<file path="config.mk">
export PLATFORM = sky130hd
export DESIGN_NAME = i2c_discrete_top
export DESIGN_NICKNAME = d
export VERILOG_FILES = /design/src/i2c_pkg.sv /design/src/tx_fifo.sv /design/src/i2c_tx_engine.sv /design/src/i2c_rx_engine.sv /design/src/addr_match_ram.sv /design/src/i2c_discrete_top.sv
export VERILOG_INCLUDE_DIRS = /design/src /design/src/include
export SDC_FILE = /design/constraint.sdc
export NUM_CORES = 1
export LEC_CHECK = 0
export CAP_MARGIN = 25
export CORE_MARGIN = 2
export CORE_UTILIZATION = 47
export CTS_BUF_LIST = sky130_fd_sc_hd__clkbuf_8
export CTS_CLUSTER_DIAMETER = 60
export DETAILED_ROUTE_END_ITERATION = 16
export DONT_BUFFER_PORTS = 1
export GPL_TIMING_DRIVEN = 0
export PLACE_DENSITY = 0.59
export REMOVE_ABC_BUFFERS = 1
export SYNTH_ARGS = -nofsm -noshare
export SYNTH_HDL_FRONTEND = slang
export SYNTH_SLANG_ARGS = --single-unit
</file>
<file path="constraint.sdc">
create_clock -name clk -period 6.3 [get_ports clk]
set_input_delay 0.945 -clock clk [delete_from_list [all_inputs] [get_ports clk]]
set_output_delay 0.945 -clock clk [all_outputs]
set_load 0.02 [all_outputs]
</file>
<file path="src/include/i2c_cfg.svh">
`ifndef I2C_CFG_SVH
`define I2C_CFG_SVH

// Last phase counter value, so one bus phase is this plus one clocks
`define I2C_CLOCK_DIV 15

// Log2 of the transmit FIFO depth
`define I2C_FIFO_AW 4

// Number of 8-bit words in the address bitmap (128 addresses)
`define I2C_ADDR_WORDS 16

// Cycles that SDA is driven high before the pad lets go of it
`define I2C_RELEASE_HIGH 12

`endif

</file>
<file path="src/i2c_pkg.sv">
package i2c_pkg;

	// One transmit FIFO entry.
	// frame_end set means this entry closes a transaction and carries no data
	typedef struct packed {
		logic       frame_end;
		logic [7:0] data;
	} tx_entry_t;

	// Drive of one discrete pad cell
	// pd pulls low, pu_n low drives high, oe enables either of them
	typedef struct packed {
		logic pd;
		logic pu_n;
		logic oe;
	} pad_drive_t;

	// Transmit engine states
	typedef enum logic [3:0] {
		TX_IDLE,
		TX_START,
		TX_SCL_LOW,
		TX_SCL_HIGH,
		TX_ACK_LOW,
		TX_ACK_HIGH,
		TX_STOP0,
		TX_STOP1,
		TX_STOP2
	} tx_state_t;

	// Receive engine states
	typedef enum logic [1:0] {
		RX_IDLE,
		RX_DATA,
		RX_ACK
	} rx_state_t;

endpackage

</file>
<file path="src/tx_fifo.sv">
`timescale 1ns/1ps
`include "i2c_cfg.svh"

module tx_fifo import i2c_pkg::*; (
	input  logic      clk,
	input  logic      reset,
	input  logic      push,
	input  tx_entry_t push_entry,
	input  logic      pop,
	output tx_entry_t head,
	output logic      head_valid,
	output logic      full
);

	localparam int AW    = `I2C_FIFO_AW;
	localparam int DEPTH = 1 << AW;

	tx_entry_t       mem [DEPTH];
	logic [AW-1:0]   wr_ptr;
	logic [AW-1:0]   rd_ptr;
	logic [AW:0]     count;
	logic            do_push;
	logic            do_pop;

	// Pushes into a full buffer and pops from an empty one are dropped
	assign do_push    = push && !full;
	assign do_pop     = pop && head_valid;
	assign full       = (count == (AW+1)'(DEPTH));
	assign head_valid = (count != '0);

	// Head is read straight from the array, no read latency
	assign head = mem[rd_ptr];

	always_ff @(posedge clk) begin
		if (do_push)
			mem[wr_ptr] <= push_entry;
	end

	always_ff @(posedge clk) begin
		if (reset) begin
			wr_ptr <= '0;
			rd_ptr <= '0;
			count  <= '0;
		end else begin
			if (do_push)
				wr_ptr <= wr_ptr + 1'b1;
			if (do_pop)
				rd_ptr <= rd_ptr + 1'b1;
			if (do_push && !do_pop)
				count <= count + 1'b1;
			else if (do_pop && !do_push)
				count <= count - 1'b1;
		end
	end

endmodule

</file>
<file path="src/i2c_tx_engine.sv">
`timescale 1ns/1ps
`include "i2c_cfg.svh"

module i2c_tx_engine import i2c_pkg::*; (
	input  logic       clk,
	input  logic       reset,
	input  logic       tx_req,
	input  logic       rx_busy,
	input  tx_entry_t  head,
	input  logic       head_valid,
	output logic       pop,
	output pad_drive_t scl_drive,
	output pad_drive_t sda_drive
);

	localparam int DIV = `I2C_CLOCK_DIV;
	localparam int CW  = $clog2(2 * DIV + 2);
	localparam int RW  = $clog2(`I2C_RELEASE_HIGH + 1);

	localparam logic [CW-1:0] PHASE_END   = CW'(DIV);
	localparam logic [CW-1:0] START_END   = CW'(2 * DIV);
	localparam logic [CW-1:0] SDA_DELAY   = CW'(DIV / 4);
	localparam logic [RW-1:0] RELEASE_LEN = RW'(`I2C_RELEASE_HIGH);

	localparam pad_drive_t PAD_OFF  = '{pd: 1'b0, pu_n: 1'b1, oe: 1'b0};
	localparam pad_drive_t PAD_HIGH = '{pd: 1'b0, pu_n: 1'b0, oe: 1'b1};

	tx_state_t     state;
	tx_state_t     next_state;
	logic [CW-1:0] phase_cnt;
	logic [2:0]    bit_idx;
	logic [RW-1:0] rel_cnt;
	logic          req_flag;
	logic          req_clear;
	logic          bit_reload;
	logic          bit_step;
	logic          scl_en;
	logic          scl_val;
	logic          sda_en;
	logic          sda_val;

	always_comb begin
		next_state = state;
		req_clear  = 1'b0;
		bit_reload = 1'b0;
		bit_step   = 1'b0;
		pop        = 1'b0;
		scl_en     = 1'b0;
		scl_val    = 1'b1;
		sda_en     = 1'b0;
		sda_val    = 1'b1;

		case (state)
			TX_IDLE: begin
				if (req_flag && !rx_busy)
					next_state = TX_START;
			end
			TX_START: begin
				req_clear  = 1'b1;
				bit_reload = 1'b1;
				scl_en     = 1'b1;
				sda_en     = 1'b1;
				// SDA falls halfway through, unless the frame has no data at all
				if (phase_cnt > PHASE_END) begin
					if (head.frame_end || !head_valid)
						next_state = TX_STOP1;
					else
						sda_val = 1'b0;
				end
				if (phase_cnt == START_END)
					next_state = TX_SCL_LOW;
			end
			TX_SCL_LOW: begin
				scl_en  = 1'b1;
				scl_val = 1'b0;
				sda_en  = 1'b1;
				sda_val = head.data[bit_idx];
				if (phase_cnt == PHASE_END)
					next_state = TX_SCL_HIGH;
			end
			TX_SCL_HIGH: begin
				scl_en  = 1'b1;
				sda_en  = 1'b1;
				sda_val = head.data[bit_idx];
				if (phase_cnt == PHASE_END) begin
					bit_step = 1'b1;
					if (bit_idx != 3'd0)
						next_state = TX_SCL_LOW;
					else
						next_state = TX_ACK_LOW;
				end
			end
			TX_ACK_LOW: begin
				// SDA is left to the receiving device during the acknowledge slot
				scl_en  = 1'b1;
				scl_val = 1'b0;
				if (phase_cnt == PHASE_END) begin
					pop        = 1'b1;
					next_state = TX_ACK_HIGH;
				end
			end
			TX_ACK_HIGH: begin
				scl_en     = 1'b1;
				bit_reload = 1'b1;
				if (phase_cnt == PHASE_END) begin
					if (head_valid && !head.frame_end)
						next_state = TX_SCL_LOW;
					else
						next_state = TX_STOP0;
				end
			end
			TX_STOP0: begin
				scl_en  = 1'b1;
				scl_val = 1'b0;
				sda_en  = 1'b1;
				sda_val = 1'b0;
				if (phase_cnt == PHASE_END)
					next_state = TX_STOP1;
			end
			TX_STOP1: begin
				scl_en  = 1'b1;
				sda_en  = 1'b1;
				sda_val = 1'b0;
				if (phase_cnt == PHASE_END)
					next_state = TX_STOP2;
			end
			TX_STOP2: begin
				scl_en = 1'b1;
				sda_en = 1'b1;
				// Retire the frame marker once the stop is on the bus
				if (phase_cnt == PHASE_END) begin
					pop        = 1'b1;
					next_state = TX_IDLE;
				end
			end
			default: next_state = TX_IDLE;
		endcase
	end

	always_ff @(posedge clk) begin
		if (reset) begin
			state     <= TX_IDLE;
			phase_cnt <= '0;
			req_flag  <= 1'b0;
			bit_idx   <= 3'd7;
		end else begin
			state <= next_state;
			if (next_state != state)
				phase_cnt <= '0;
			else
				phase_cnt <= phase_cnt + 1'b1;
			if (req_clear)
				req_flag <= 1'b0;
			else if (tx_req)
				req_flag <= 1'b1;
			if (bit_reload)
				bit_idx <= 3'd7;
			else if (bit_step)
				bit_idx <= bit_idx - 1'b1;
		end
	end

	always_ff @(posedge clk) begin
		if (reset) begin
			scl_drive <= PAD_OFF;
			sda_drive <= PAD_OFF;
			rel_cnt   <= RELEASE_LEN;
		end else begin
			scl_drive <= '{pd: scl_en & ~scl_val, pu_n: ~(scl_en & scl_val), oe: scl_en};

			// SDA follows the state a quarter phase late so it never moves at an SCL edge
			if (sda_en) begin
				if (phase_cnt >= SDA_DELAY) begin
					sda_drive <= '{pd: ~sda_val, pu_n: ~sda_val, oe: 1'b1};
					rel_cnt   <= '0;
				end
			end else if (rel_cnt < RELEASE_LEN) begin
				// Pull the line high actively before handing it to the pull-up
				sda_drive <= PAD_HIGH;
				rel_cnt   <= rel_cnt + 1'b1;
			end else begin
				sda_drive <= PAD_OFF;
			end
		end
	end

endmodule

</file>
<file path="src/i2c_rx_engine.sv">
`timescale 1ns/1ps

module i2c_rx_engine import i2c_pkg::*; (
	input  logic       clk,
	input  logic       reset,
	input  logic       scl_in,
	input  logic       sda_in,
	input  logic       match,
	output logic [7:0] lookup_addr,
	output logic       ack,
	output logic       rx_busy,
	output logic [7:0] rx_char,
	output logic       rx_char_latch,
	output logic       rx_req
);

	rx_state_t  state;
	rx_state_t  next_state;
	logic       scl_meta;
	logic       scl_sync;
	logic       scl_last;
	logic       sda_meta;
	logic       sda_sync;
	logic       sda_last;
	logic [2:0] bit_cnt;
	logic       cnt_clear;
	logic       cnt_incr;
	logic       shift;
	logic       first_byte;
	logic       addr_enable;
	logic       addr_disable;
	logic       ack_set;
	logic       ack_clear;
	logic       next_busy;
	logic       next_char_latch;
	logic       next_req;
	logic       scl_rise;
	logic       scl_fall;
	logic       stop_seen;

	assign scl_rise  = !scl_last && scl_sync;
	assign scl_fall  = scl_last && !scl_sync;
	// Stop is SDA rising while SCL stays high
	assign stop_seen = !sda_last && sda_sync && scl_sync;

	always_comb begin
		next_state      = state;
		next_busy       = 1'b1;
		next_char_latch = 1'b0;
		next_req        = 1'b0;
		cnt_clear       = 1'b0;
		cnt_incr        = 1'b0;
		shift           = 1'b0;
		addr_enable     = 1'b0;
		addr_disable    = 1'b0;
		ack_set         = 1'b0;
		ack_clear       = 1'b0;

		case (state)
			RX_IDLE: begin
				next_busy   = 1'b0;
				cnt_clear   = 1'b1;
				addr_enable = 1'b1;
				ack_clear   = 1'b1;
				if (!sda_sync && scl_sync)
					next_state = RX_DATA;
			end
			RX_DATA: begin
				if (scl_rise) begin
					shift    = 1'b1;
					cnt_incr = 1'b1;
					if (bit_cnt == 3'd7) begin
						cnt_clear       = 1'b1;
						next_char_latch = 1'b1;
						next_state      = RX_ACK;
					end
				end
				if (stop_seen) begin
					next_req   = 1'b1;
					next_state = RX_IDLE;
				end
			end
			RX_ACK: begin
				addr_disable = 1'b1;
				if (stop_seen) begin
					next_req   = 1'b1;
					next_state = RX_IDLE;
				end else if (scl_fall) begin
					// First fall opens the acknowledge slot, the second one closes it
					if (match)
						ack_set = 1'b1;
					cnt_incr = 1'b1;
					if (bit_cnt == 3'd1) begin
						ack_clear  = 1'b1;
						cnt_clear  = 1'b1;
						next_state = RX_DATA;
					end
				end
			end
			default: next_state = RX_IDLE;
		endcase
	end

	always_ff @(posedge clk) begin
		if (reset) begin
			scl_meta <= 1'b1;
			scl_sync <= 1'b1;
			scl_last <= 1'b1;
			sda_meta <= 1'b1;
			sda_sync <= 1'b1;
			sda_last <= 1'b1;
		end else begin
			scl_meta <= scl_in;
			scl_sync <= scl_meta;
			scl_last <= scl_sync;
			sda_meta <= sda_in;
			sda_sync <= sda_meta;
			sda_last <= sda_sync;
		end
	end

	always_ff @(posedge clk) begin
		if (reset) begin
			state         <= RX_IDLE;
			rx_busy       <= 1'b0;
			rx_char_latch <= 1'b0;
			rx_req        <= 1'b0;
			bit_cnt       <= '0;
			first_byte    <= 1'b1;
			ack           <= 1'b0;
		end else begin
			state         <= next_state;
			rx_busy       <= next_busy;
			rx_char_latch <= next_char_latch;
			rx_req        <= next_req;
			if (cnt_clear)
				bit_cnt <= '0;
			else if (cnt_incr)
				bit_cnt <= bit_cnt + 1'b1;
			if (addr_enable)
				first_byte <= 1'b1;
			else if (addr_disable)
				first_byte <= 1'b0;
			if (ack_clear)
				ack <= 1'b0;
			else if (ack_set)
				ack <= 1'b1;
		end
	end

	// The first byte after a start is the address, kept for the whole transaction
	always_ff @(posedge clk) begin
		if (shift)
			rx_char <= {rx_char[6:0], sda_sync};
		if (shift && first_byte)
			lookup_addr <= {lookup_addr[6:0], sda_sync};
	end

endmodule

</file>
<file path="src/addr_match_ram.sv">
`timescale 1ns/1ps
`include "i2c_cfg.svh"

module addr_match_ram (
	input  logic       clk,
	input  logic       reset,
	input  logic [7:0] load_char,
	input  logic       load_latch,
	input  logic       load_reset,
	input  logic [7:0] lookup_addr,
	output logic       match
);

	localparam int WORDS = `I2C_ADDR_WORDS;
	localparam int AW    = $clog2(WORDS);

	logic [7:0]    bitmap [WORDS];
	logic [AW-1:0] load_ptr;
	logic [7:0]    lookup_word;

	// Words are loaded in order, address 0 first
	always_ff @(posedge clk) begin
		if (load_latch)
			bitmap[load_ptr] <= load_char;
	end

	always_ff @(posedge clk) begin
		if (reset || load_reset)
			load_ptr <= '0;
		else if (load_latch)
			load_ptr <= load_ptr + 1'b1;
	end

	// Upper nibble picks the word, bits 3:1 pick the bit; the R/W bit is ignored
	assign lookup_word = bitmap[lookup_addr[7:4]];
	assign match       = lookup_word[lookup_addr[3:1]];

endmodule

</file>
<file path="src/i2c_discrete_top.sv">
`timescale 1ns/1ps

module i2c_discrete_top import i2c_pkg::*; (
	input  logic       clk,
	input  logic       reset,
	input  logic       scl_in,
	input  logic       sda_in,
	output pad_drive_t scl_pad,
	output pad_drive_t sda_pad,
	input  logic [7:0] tx_char,
	input  logic       tx_char_latch,
	input  logic       tx_req,
	output logic       tx_full,
	input  logic [7:0] addr_load_char,
	input  logic       addr_load_latch,
	input  logic       addr_load_reset,
	output logic [7:0] rx_char,
	output logic       rx_char_latch,
	output logic       rx_req
);

	localparam pad_drive_t PAD_ACK = '{pd: 1'b1, pu_n: 1'b1, oe: 1'b1};

	tx_entry_t  push_entry;
	tx_entry_t  head;
	logic       head_valid;
	logic       pop;
	logic       rx_busy;
	logic       ack;
	logic       match;
	logic [7:0] lookup_addr;
	pad_drive_t sda_drive;

	// A frame request travels through the FIFO as a marker entry behind its bytes
	assign push_entry = '{frame_end: tx_req, data: tx_char};

	tx_fifo u_tx_fifo (
		.clk        (clk),
		.reset      (reset),
		.push       (tx_char_latch | tx_req),
		.push_entry (push_entry),
		.pop        (pop),
		.head       (head),
		.head_valid (head_valid),
		.full       (tx_full)
	);

	i2c_tx_engine u_i2c_tx_engine (
		.clk        (clk),
		.reset      (reset),
		.tx_req     (tx_req),
		.rx_busy    (rx_busy),
		.head       (head),
		.head_valid (head_valid),
		.pop        (pop),
		.scl_drive  (scl_pad),
		.sda_drive  (sda_drive)
	);

	i2c_rx_engine u_i2c_rx_engine (
		.clk           (clk),
		.reset         (reset),
		.scl_in        (scl_in),
		.sda_in        (sda_in),
		.match         (match),
		.lookup_addr   (lookup_addr),
		.ack           (ack),
		.rx_busy       (rx_busy),
		.rx_char       (rx_char),
		.rx_char_latch (rx_char_latch),
		.rx_req        (rx_req)
	);

	addr_match_ram u_addr_match_ram (
		.clk         (clk),
		.reset       (reset),
		.load_char   (addr_load_char),
		.load_latch  (addr_load_latch),
		.load_reset  (addr_load_reset),
		.lookup_addr (lookup_addr),
		.match       (match)
	);

	// Acknowledge wins over whatever the transmitter drives on SDA
	assign sda_pad = ack ? PAD_ACK : sda_drive;

endmodule

</file>
# Yosys cells after proc, flatten, opt, wreduce, memory -nomap -nowiden
# Memory sizes are Yosys's and may differ from the RTL's. A register that Yosys moved wholly into a read port is not among the register bits.
# Index checks and enable logic that the tools add are counted.
# classes
n_addsub	9
eq_ne	22
order_cmp	5
n_reduce_logical	48
n_mux	73
n_bitwise	7
# ops
cell	count
$mux 4	17
$pmux 4 s9	1
$mux 1	33
$reduce_or 2->1	13
$add 4x1->4 const B	4
$eq 4x3->1 const B	4
$mux 2	8
$mux 3	5
$logic_and 1x1->1	12
$ne 3x1->1 const B	4
$add 5x1->5 const B	2
$eq 5x5->1 const B	2
$logic_not 1->1	10
$mux 5	2
$eq 4x2->1 const B	2
$lt 3x4->1 const B	2
$reduce_or 8->1	1
$bmux 1 s3	2
$pmux 1 s3	2
$pmux 2 s3	1
$reduce_or 6->1	1
$eq 5x4->1 const B	1
$ge 5x2->1 const B	1
$gt 5x4->1 const B	1
other kinds (26)	33
# word_totals
mem_count	2
reg_bits	72
out_inout_bits	17
elab_cells	196
ram_bits	272
# mem_list
name	words	width	rd	rd_ports_with_merged_regs	write_ports	line_no	text
u_tx_fifo.mem	16	9	1	1	1	tx_fifo.sv:18	tx_entry_t mem [DEPTH];
u_addr_match_ram.bitmap	16	8	1	1	1	addr_match_ram.sv:17	logic [7:0] bitmap [WORDS];

# Logic depth before layout (Yosys ltp)
# depth
ltp_word	9
ltp_mapped	13
depth_no_buf	13

# Hierarchy
# Synthesis repeated with hierarchy kept, for this count alone.
# unflattened
cells_unflattened	828
area_unflattened_um2	14199.9
# modules_own_cells
mod	seq_area_each_um2	cells_per_inst	area_per_inst_um2	instances
tx_fifo	4664.5	333	6334.8	1
addr_match_ram	3923.8	257	5306.3	1
i2c_tx_engine	460.4	147	1328.8	1
i2c_rx_engine	800.8	87	1204.9	1
i2c_discrete_top	0.0	4	25.0	1

# Worst setup path after synthesis
# OpenSTA, ideal clock, no wires.
# synth_path
path_kind	input to register
startpoint	input tx_req
endpoint	register u_tx_fifo.count[4]
t_required_ps	6229
arrival_time_ps	2889
path_slack_ps	3340
cell_stages	10
path_buffers	1
path_cell_list	o21a_1 > clkbuf_1 > ha_1 > inv_1 > fa_1 > a21o_1 > a21oi_1 > xnor2_1 > or3_1 > a21oi_1
# synth_via
elab_chain_len	5
word_cells_on_any_way	7
cone_classes	mux (1); bitwise (1); reduce/logical (5)
# synth_lines
element	line_no	text
start: declaration	i2c_discrete_top.sv:12	input logic tx_req,
$or 1x1->1 (*)	i2c_discrete_top.sv:40	.push (tx_char_latch | tx_req),
$logic_and 1x1->1 (*)	tx_fifo.sv:26	assign do_push = push && !full;
net u_tx_fifo.do_push	tx_fifo.sv:22	logic do_push;
$logic_not 1->1	tx_fifo.sv:51	else if (do_pop && !do_push)
$logic_and 1x1->1	tx_fifo.sv:51	
$reduce_bool 2->1 (no line)	-	
end signal: assignment	tx_fifo.sv:50	count <= count + 1'b1;
end signal: assignment	tx_fifo.sv:52	count <= count - 1'b1;
end: declaration	tx_fifo.sv:21	logic [AW:0] count;
# The timed path passes the listed nets; every way through them passes the cells marked *.
# A chain may end at the register's enable or synchronous reset.

# Worst setup path in the final report
# layout_path
startpoint	register u_i2c_tx_engine.phase_cnt[0]
endpoint	register u_tx_fifo.count[4]
# layout_via
elab_chain_len	7
word_cells_on_any_way	9
cone_classes	eq/ne (1); mux (3); reduce/logical (5)
# layout_lines
element	line_no	text
start: declaration	i2c_tx_engine.sv:30	logic [CW-1:0] phase_cnt;
start signal: assignment	i2c_tx_engine.sv:151	phase_cnt <= phase_cnt + 1'b1;
$eq 5x4->1 (*)	i2c_tx_engine.sv:97, i2c_tx_engine.sv:131	
$mux 1 (*)	i2c_tx_engine.sv:97, i2c_tx_engine.sv:131	
$mux 1 (*)	-	
$logic_and 1x1->1 (*)	tx_fifo.sv:27	assign do_pop = pop && head_valid;
$logic_not 1->1	tx_fifo.sv:49	if (do_push && !do_pop)
$logic_and 1x1->1	tx_fifo.sv:49	
$mux 5 / $reduce_bool 2->1 (equally long branches)	-	
# Every way passes the cells marked *; elsewhere a longest branch is shown, timed or not.

==> results.py <==
metrics = {
    "die": {
        "core_area_sq_um": 29720,
        "start_util_pct": 47.88,
        "die_y_microns": 178,
        "core.rowCount": 63,
        "ios": 41,
        "die_w_microns": 178,
        "die-area_sq_um": 31680,
    },
    "worst_setup_path": {
        "critPathMaxFanout": 7,
        "rr_worst_depth": 12,
        "cp.required_ns": 6.83,
        "regToRegSetupSlack_ns": 3.05,
        "worstSetupEndpointType": "flip-flop",
        "r2r_start": "u_i2c_tx_engine.phase_cnt[0]",
        "cp.arrival_ns": 3.78,
        "start_kind": "flip-flop",
        "setup.worst_path.class": "flip-flop to flip-flop",
        "reg2reg_to": "u_tx_fifo.count[4]",
    },
    "timing": {
        "fin_crit_sh_pct": 51.63,
        "finClkSkew_ns": 0.03332,
        "maxSlewHeadroom_pct": 43.15,
        "tightest_slew_ns": 0.8528,
        "setup_tns_ns": 0,
        "rsz0062_at_grt": "no",
        "drv_slew": 0,
        "finalHoldViolations": 0,
        "setup_viol": 0,
        "fin_crit_ns": 3.253,
        "timing.hold.ws_ns": 0.4101,
        "max_freq_ghz": 0.3074,
    },
    "drt": {
        "drt-pass1-iter-count": 5,
        "drtIter0Drc": 635,
        "drt-total-wl_mm": 29.64,
        "via_count": 7529,
        "ant_nets": 0,
        "wl_per_cell_microns": 22.48,
        "viasPerCell": 5.712,
        "drc": 0,
    },
    "global_route": {
        "antenna_found_initial": 0,
        "grt_max_degree": 45,
        "grt_pass1_wl_mm": 45.62,
        "grt_overflow": 0,
        "grt_pass1_vias": 8012,
        "track_usage_pct": 19.33,
    },
    "pwr": {
        "power_leakage_nw": 5.383,
        "ir_drop_uv": 258.1,
        "power.density_nw_per_um2": 322.6,
    },
    "hold_path": {
        "min_path_cells": 1,
        "hold_end": "u_i2c_rx_engine.scl_sync",
        "hold_path_startpoint": "u_i2c_rx_engine.scl_meta",
        "min_path_type": "flip-flop to flip-flop",
    },
    "logic_synthesis": {
        "synth_largest_area_cell": "edfxtp_1",
        "synth.most_common_cell": "edfxtp_1",
        "ys_seq_area_share_pct": 69.78,
        "synthFlopType": "edfxtp_1",
        "yosysWarnings": 0,
        "synthTopCellsByArea": "edfxtp_1 61%, mux4_2 11%, dfxtp_1 9.0%, ha_1 2.3%, mux2i_1 2.0%",
        "syn_area_sq_um": 14230,
        "syn_inst": 852,
        "yosys-top-cells-count": "288 x edfxtp_1, 67 x mux4_2, 64 x dfxtp_1",
        "postSynth.asyncResetShare_pct": 0,
        "synth_area_per_cell_sq_um": 16.70,
        "netlist.area_leader.share_pct": 60.78,
        "ys_seq_elements": 352,
        "synth_edf_count": 288,
        "ys_types": 64,
    },
    "clock_tree": {
        "cts_tree": "done",
        "hold_buffers": 0,
        "cts_root_buf": "clkbuf_8",
        "clock_path_buffers": 3,
        "clk_pin_slew_ns": 0.06,
        "cts_inserted_buffers": 58,
        "htree_levels": 2,
        "clk_latency_ns": 0.61,
        "cts_sinks": 352,
        "postCtsSetupBuffers": 0,
        "cts_resized": 0,
    },
    "finish": {
        "layout-drive-gt1-share_pct": 19.18,
        "fin_cells": 1318,
        "diodes": 0,
        "fin_util_pct": 53.48,
        "seq_area_sq_um": 9935,
        "multi_input_area_sq_um": 4048,
        "nNetsFinal": 930,
        "fillers": 2349,
        "area_growth_pct": 11.68,
    },
    "placed_design": {
        "dpl.hpwl_mm": 18.70,
        "gp_congestion": 0.8531,
        "io_buffers": 0,
        "placed_cells": 1209,
    },
    "status": {
        "status": "complete, no violations",
    },
    "job": {
        "cap_viol_max_count": 0,
    },
}
## through the flow
| stage | setup WS, ns | power [mW] | cell area [sq um] |
|---|---|---|---|
| after floorplan | 3.036 | 2.974 | 14070 |
| after global placement | 2.357 | 3.061 | 14560 |
| after detailed placement | 3.043 | 3.095 | 14660 |
| after CTS | 3.028 | 5.178 | 15890 |
| after global routing | 2.774 | 5.325 | 15890 |
| final | 3.047 | 5.127 | 15890 |
## critical path, cell delays in order (launching register included)
cell     delay, ns
dfxtp_1       0.42
ha_1          0.24
and3_1        0.18
ha_1          0.29
nand4_1       0.32
ha_1          0.35
inv_1         0.16
ha_1          0.30
a21o_1        0.19
a21oi_1       0.18
xnor2_1       0.10
or3_1         0.31
a21oi_1       0.16
## layer usage
metal  share of wire, %  vias to the layer above  wire length (microns)  global-route usage [%]
met5                  0                        -                      0                       0
met4                2.2                        0                    649                   6.250
met3                5.0                       55                   1478                   3.943
met2                 52                      200                  15360                   33.80
met1                 41                     3884                  12150                   24.15
li1                   -                     3390                      -                       -
## cell families after synthesis
| logic type | count (synthesis) | share of synthesized area (%) |
|---|---|---|
| flops | 352 | 69.78 |
| fa+ha+maj | 27 | 2.427 |
| buf+inv | 61 | 1.776 |
| mux | 102 | 13.13 |
| compound gates | 89 | 4.282 |
| simple gates | 203 | 7.500 |
| xor+xnor | 18 | 1.108 |
## state kept, by name, summed over array words and instances (netlist names), 4 cells and up, named ones only
signal / flops
u_i2c_tx_engine.rel_cnt: 4
u_tx_fifo.wr_ptr: 4
u_addr_match_ram.bitmap: 128
u_addr_match_ram.load_ptr: 4
u_i2c_tx_engine.phase_cnt: 5
u_i2c_rx_engine.lookup_addr: 8
u_i2c_tx_engine.state: 4
u_tx_fifo.rd_ptr: 4
u_i2c_rx_engine.rx_char: 8
u_tx_fifo.mem: 144
u_tx_fifo.count: 5
## cell usage in the layout, fill, tap and decap left out, types with 6 or more instances in the layout
master / Yosys / routed
xor2_1: 11 / 11
clkinv_1: 0 / 13
nand3_1: 13 / 13
o21ai_0: 14 / 14
ha_1: 26 / 26
or2_2: 11 / 11
mux2_2: 7 / 7
nand4_1: 6 / 6
and2_1: 34 / 34
or3_1: 7 / 7
nand2_1: 36 / 36
nand3b_1: 6 / 6
a21oi_1: 23 / 23
nor3_1: 8 / 8
mux2i_1: 28 / 28
mux4_2: 67 / 67
bufinv_16: 0 / 7
xnor2_1: 7 / 7
clkinv_2: 0 / 10
inv_1: 23 / 39
edfxtp_1: 288 / 288
clkbuf_8: 0 / 61
dfxtp_1: 64 / 60
nor2_1: 50 / 50
## worst max-delay path by stage
stage / slack, ns / cells after the start / endpoint / from
4_1_cts: 3.03 / 12 / u_tx_fifo.count[4] / u_i2c_tx_engine.phase_cnt[0]
3_3_place_gp: 2.36 / 5 / u_i2c_rx_engine.ack / flip-flop
3_5_place_dp: 3.04 / 12 / u_tx_fifo.count[4] / u_i2c_tx_engine.phase_cnt[0]
5_1_grt: 2.77 / 12 / u_tx_fifo.count[4] / u_i2c_tx_engine.phase_cnt[0]
2_1_floorplan: 3.04 / 5 / u_i2c_rx_engine.ack / flip-flop
6_report: 3.05 / 12 / u_tx_fifo.count[4] / u_i2c_tx_engine.phase_cnt[0]
## power by group
part | total, mW | internal (mW) | switching, mW
sequential | 2.67 | 2.62 | 0.0556
combinational | 0.368 | 0.152 | 0.216
clock | 2.09 | 1.19 | 0.896
## layout make-up
cell class                 count  share of cell area, %
sequential                   352                  62.51
multi-input combinational    439                  25.47
clock buffer                  61                  5.283
tap                          390                  3.071
clock inverter                48                  2.449
timing repair buffer           4                 0.6456
inverter                      24                 0.5669
(Power assumes the default switching activity.)
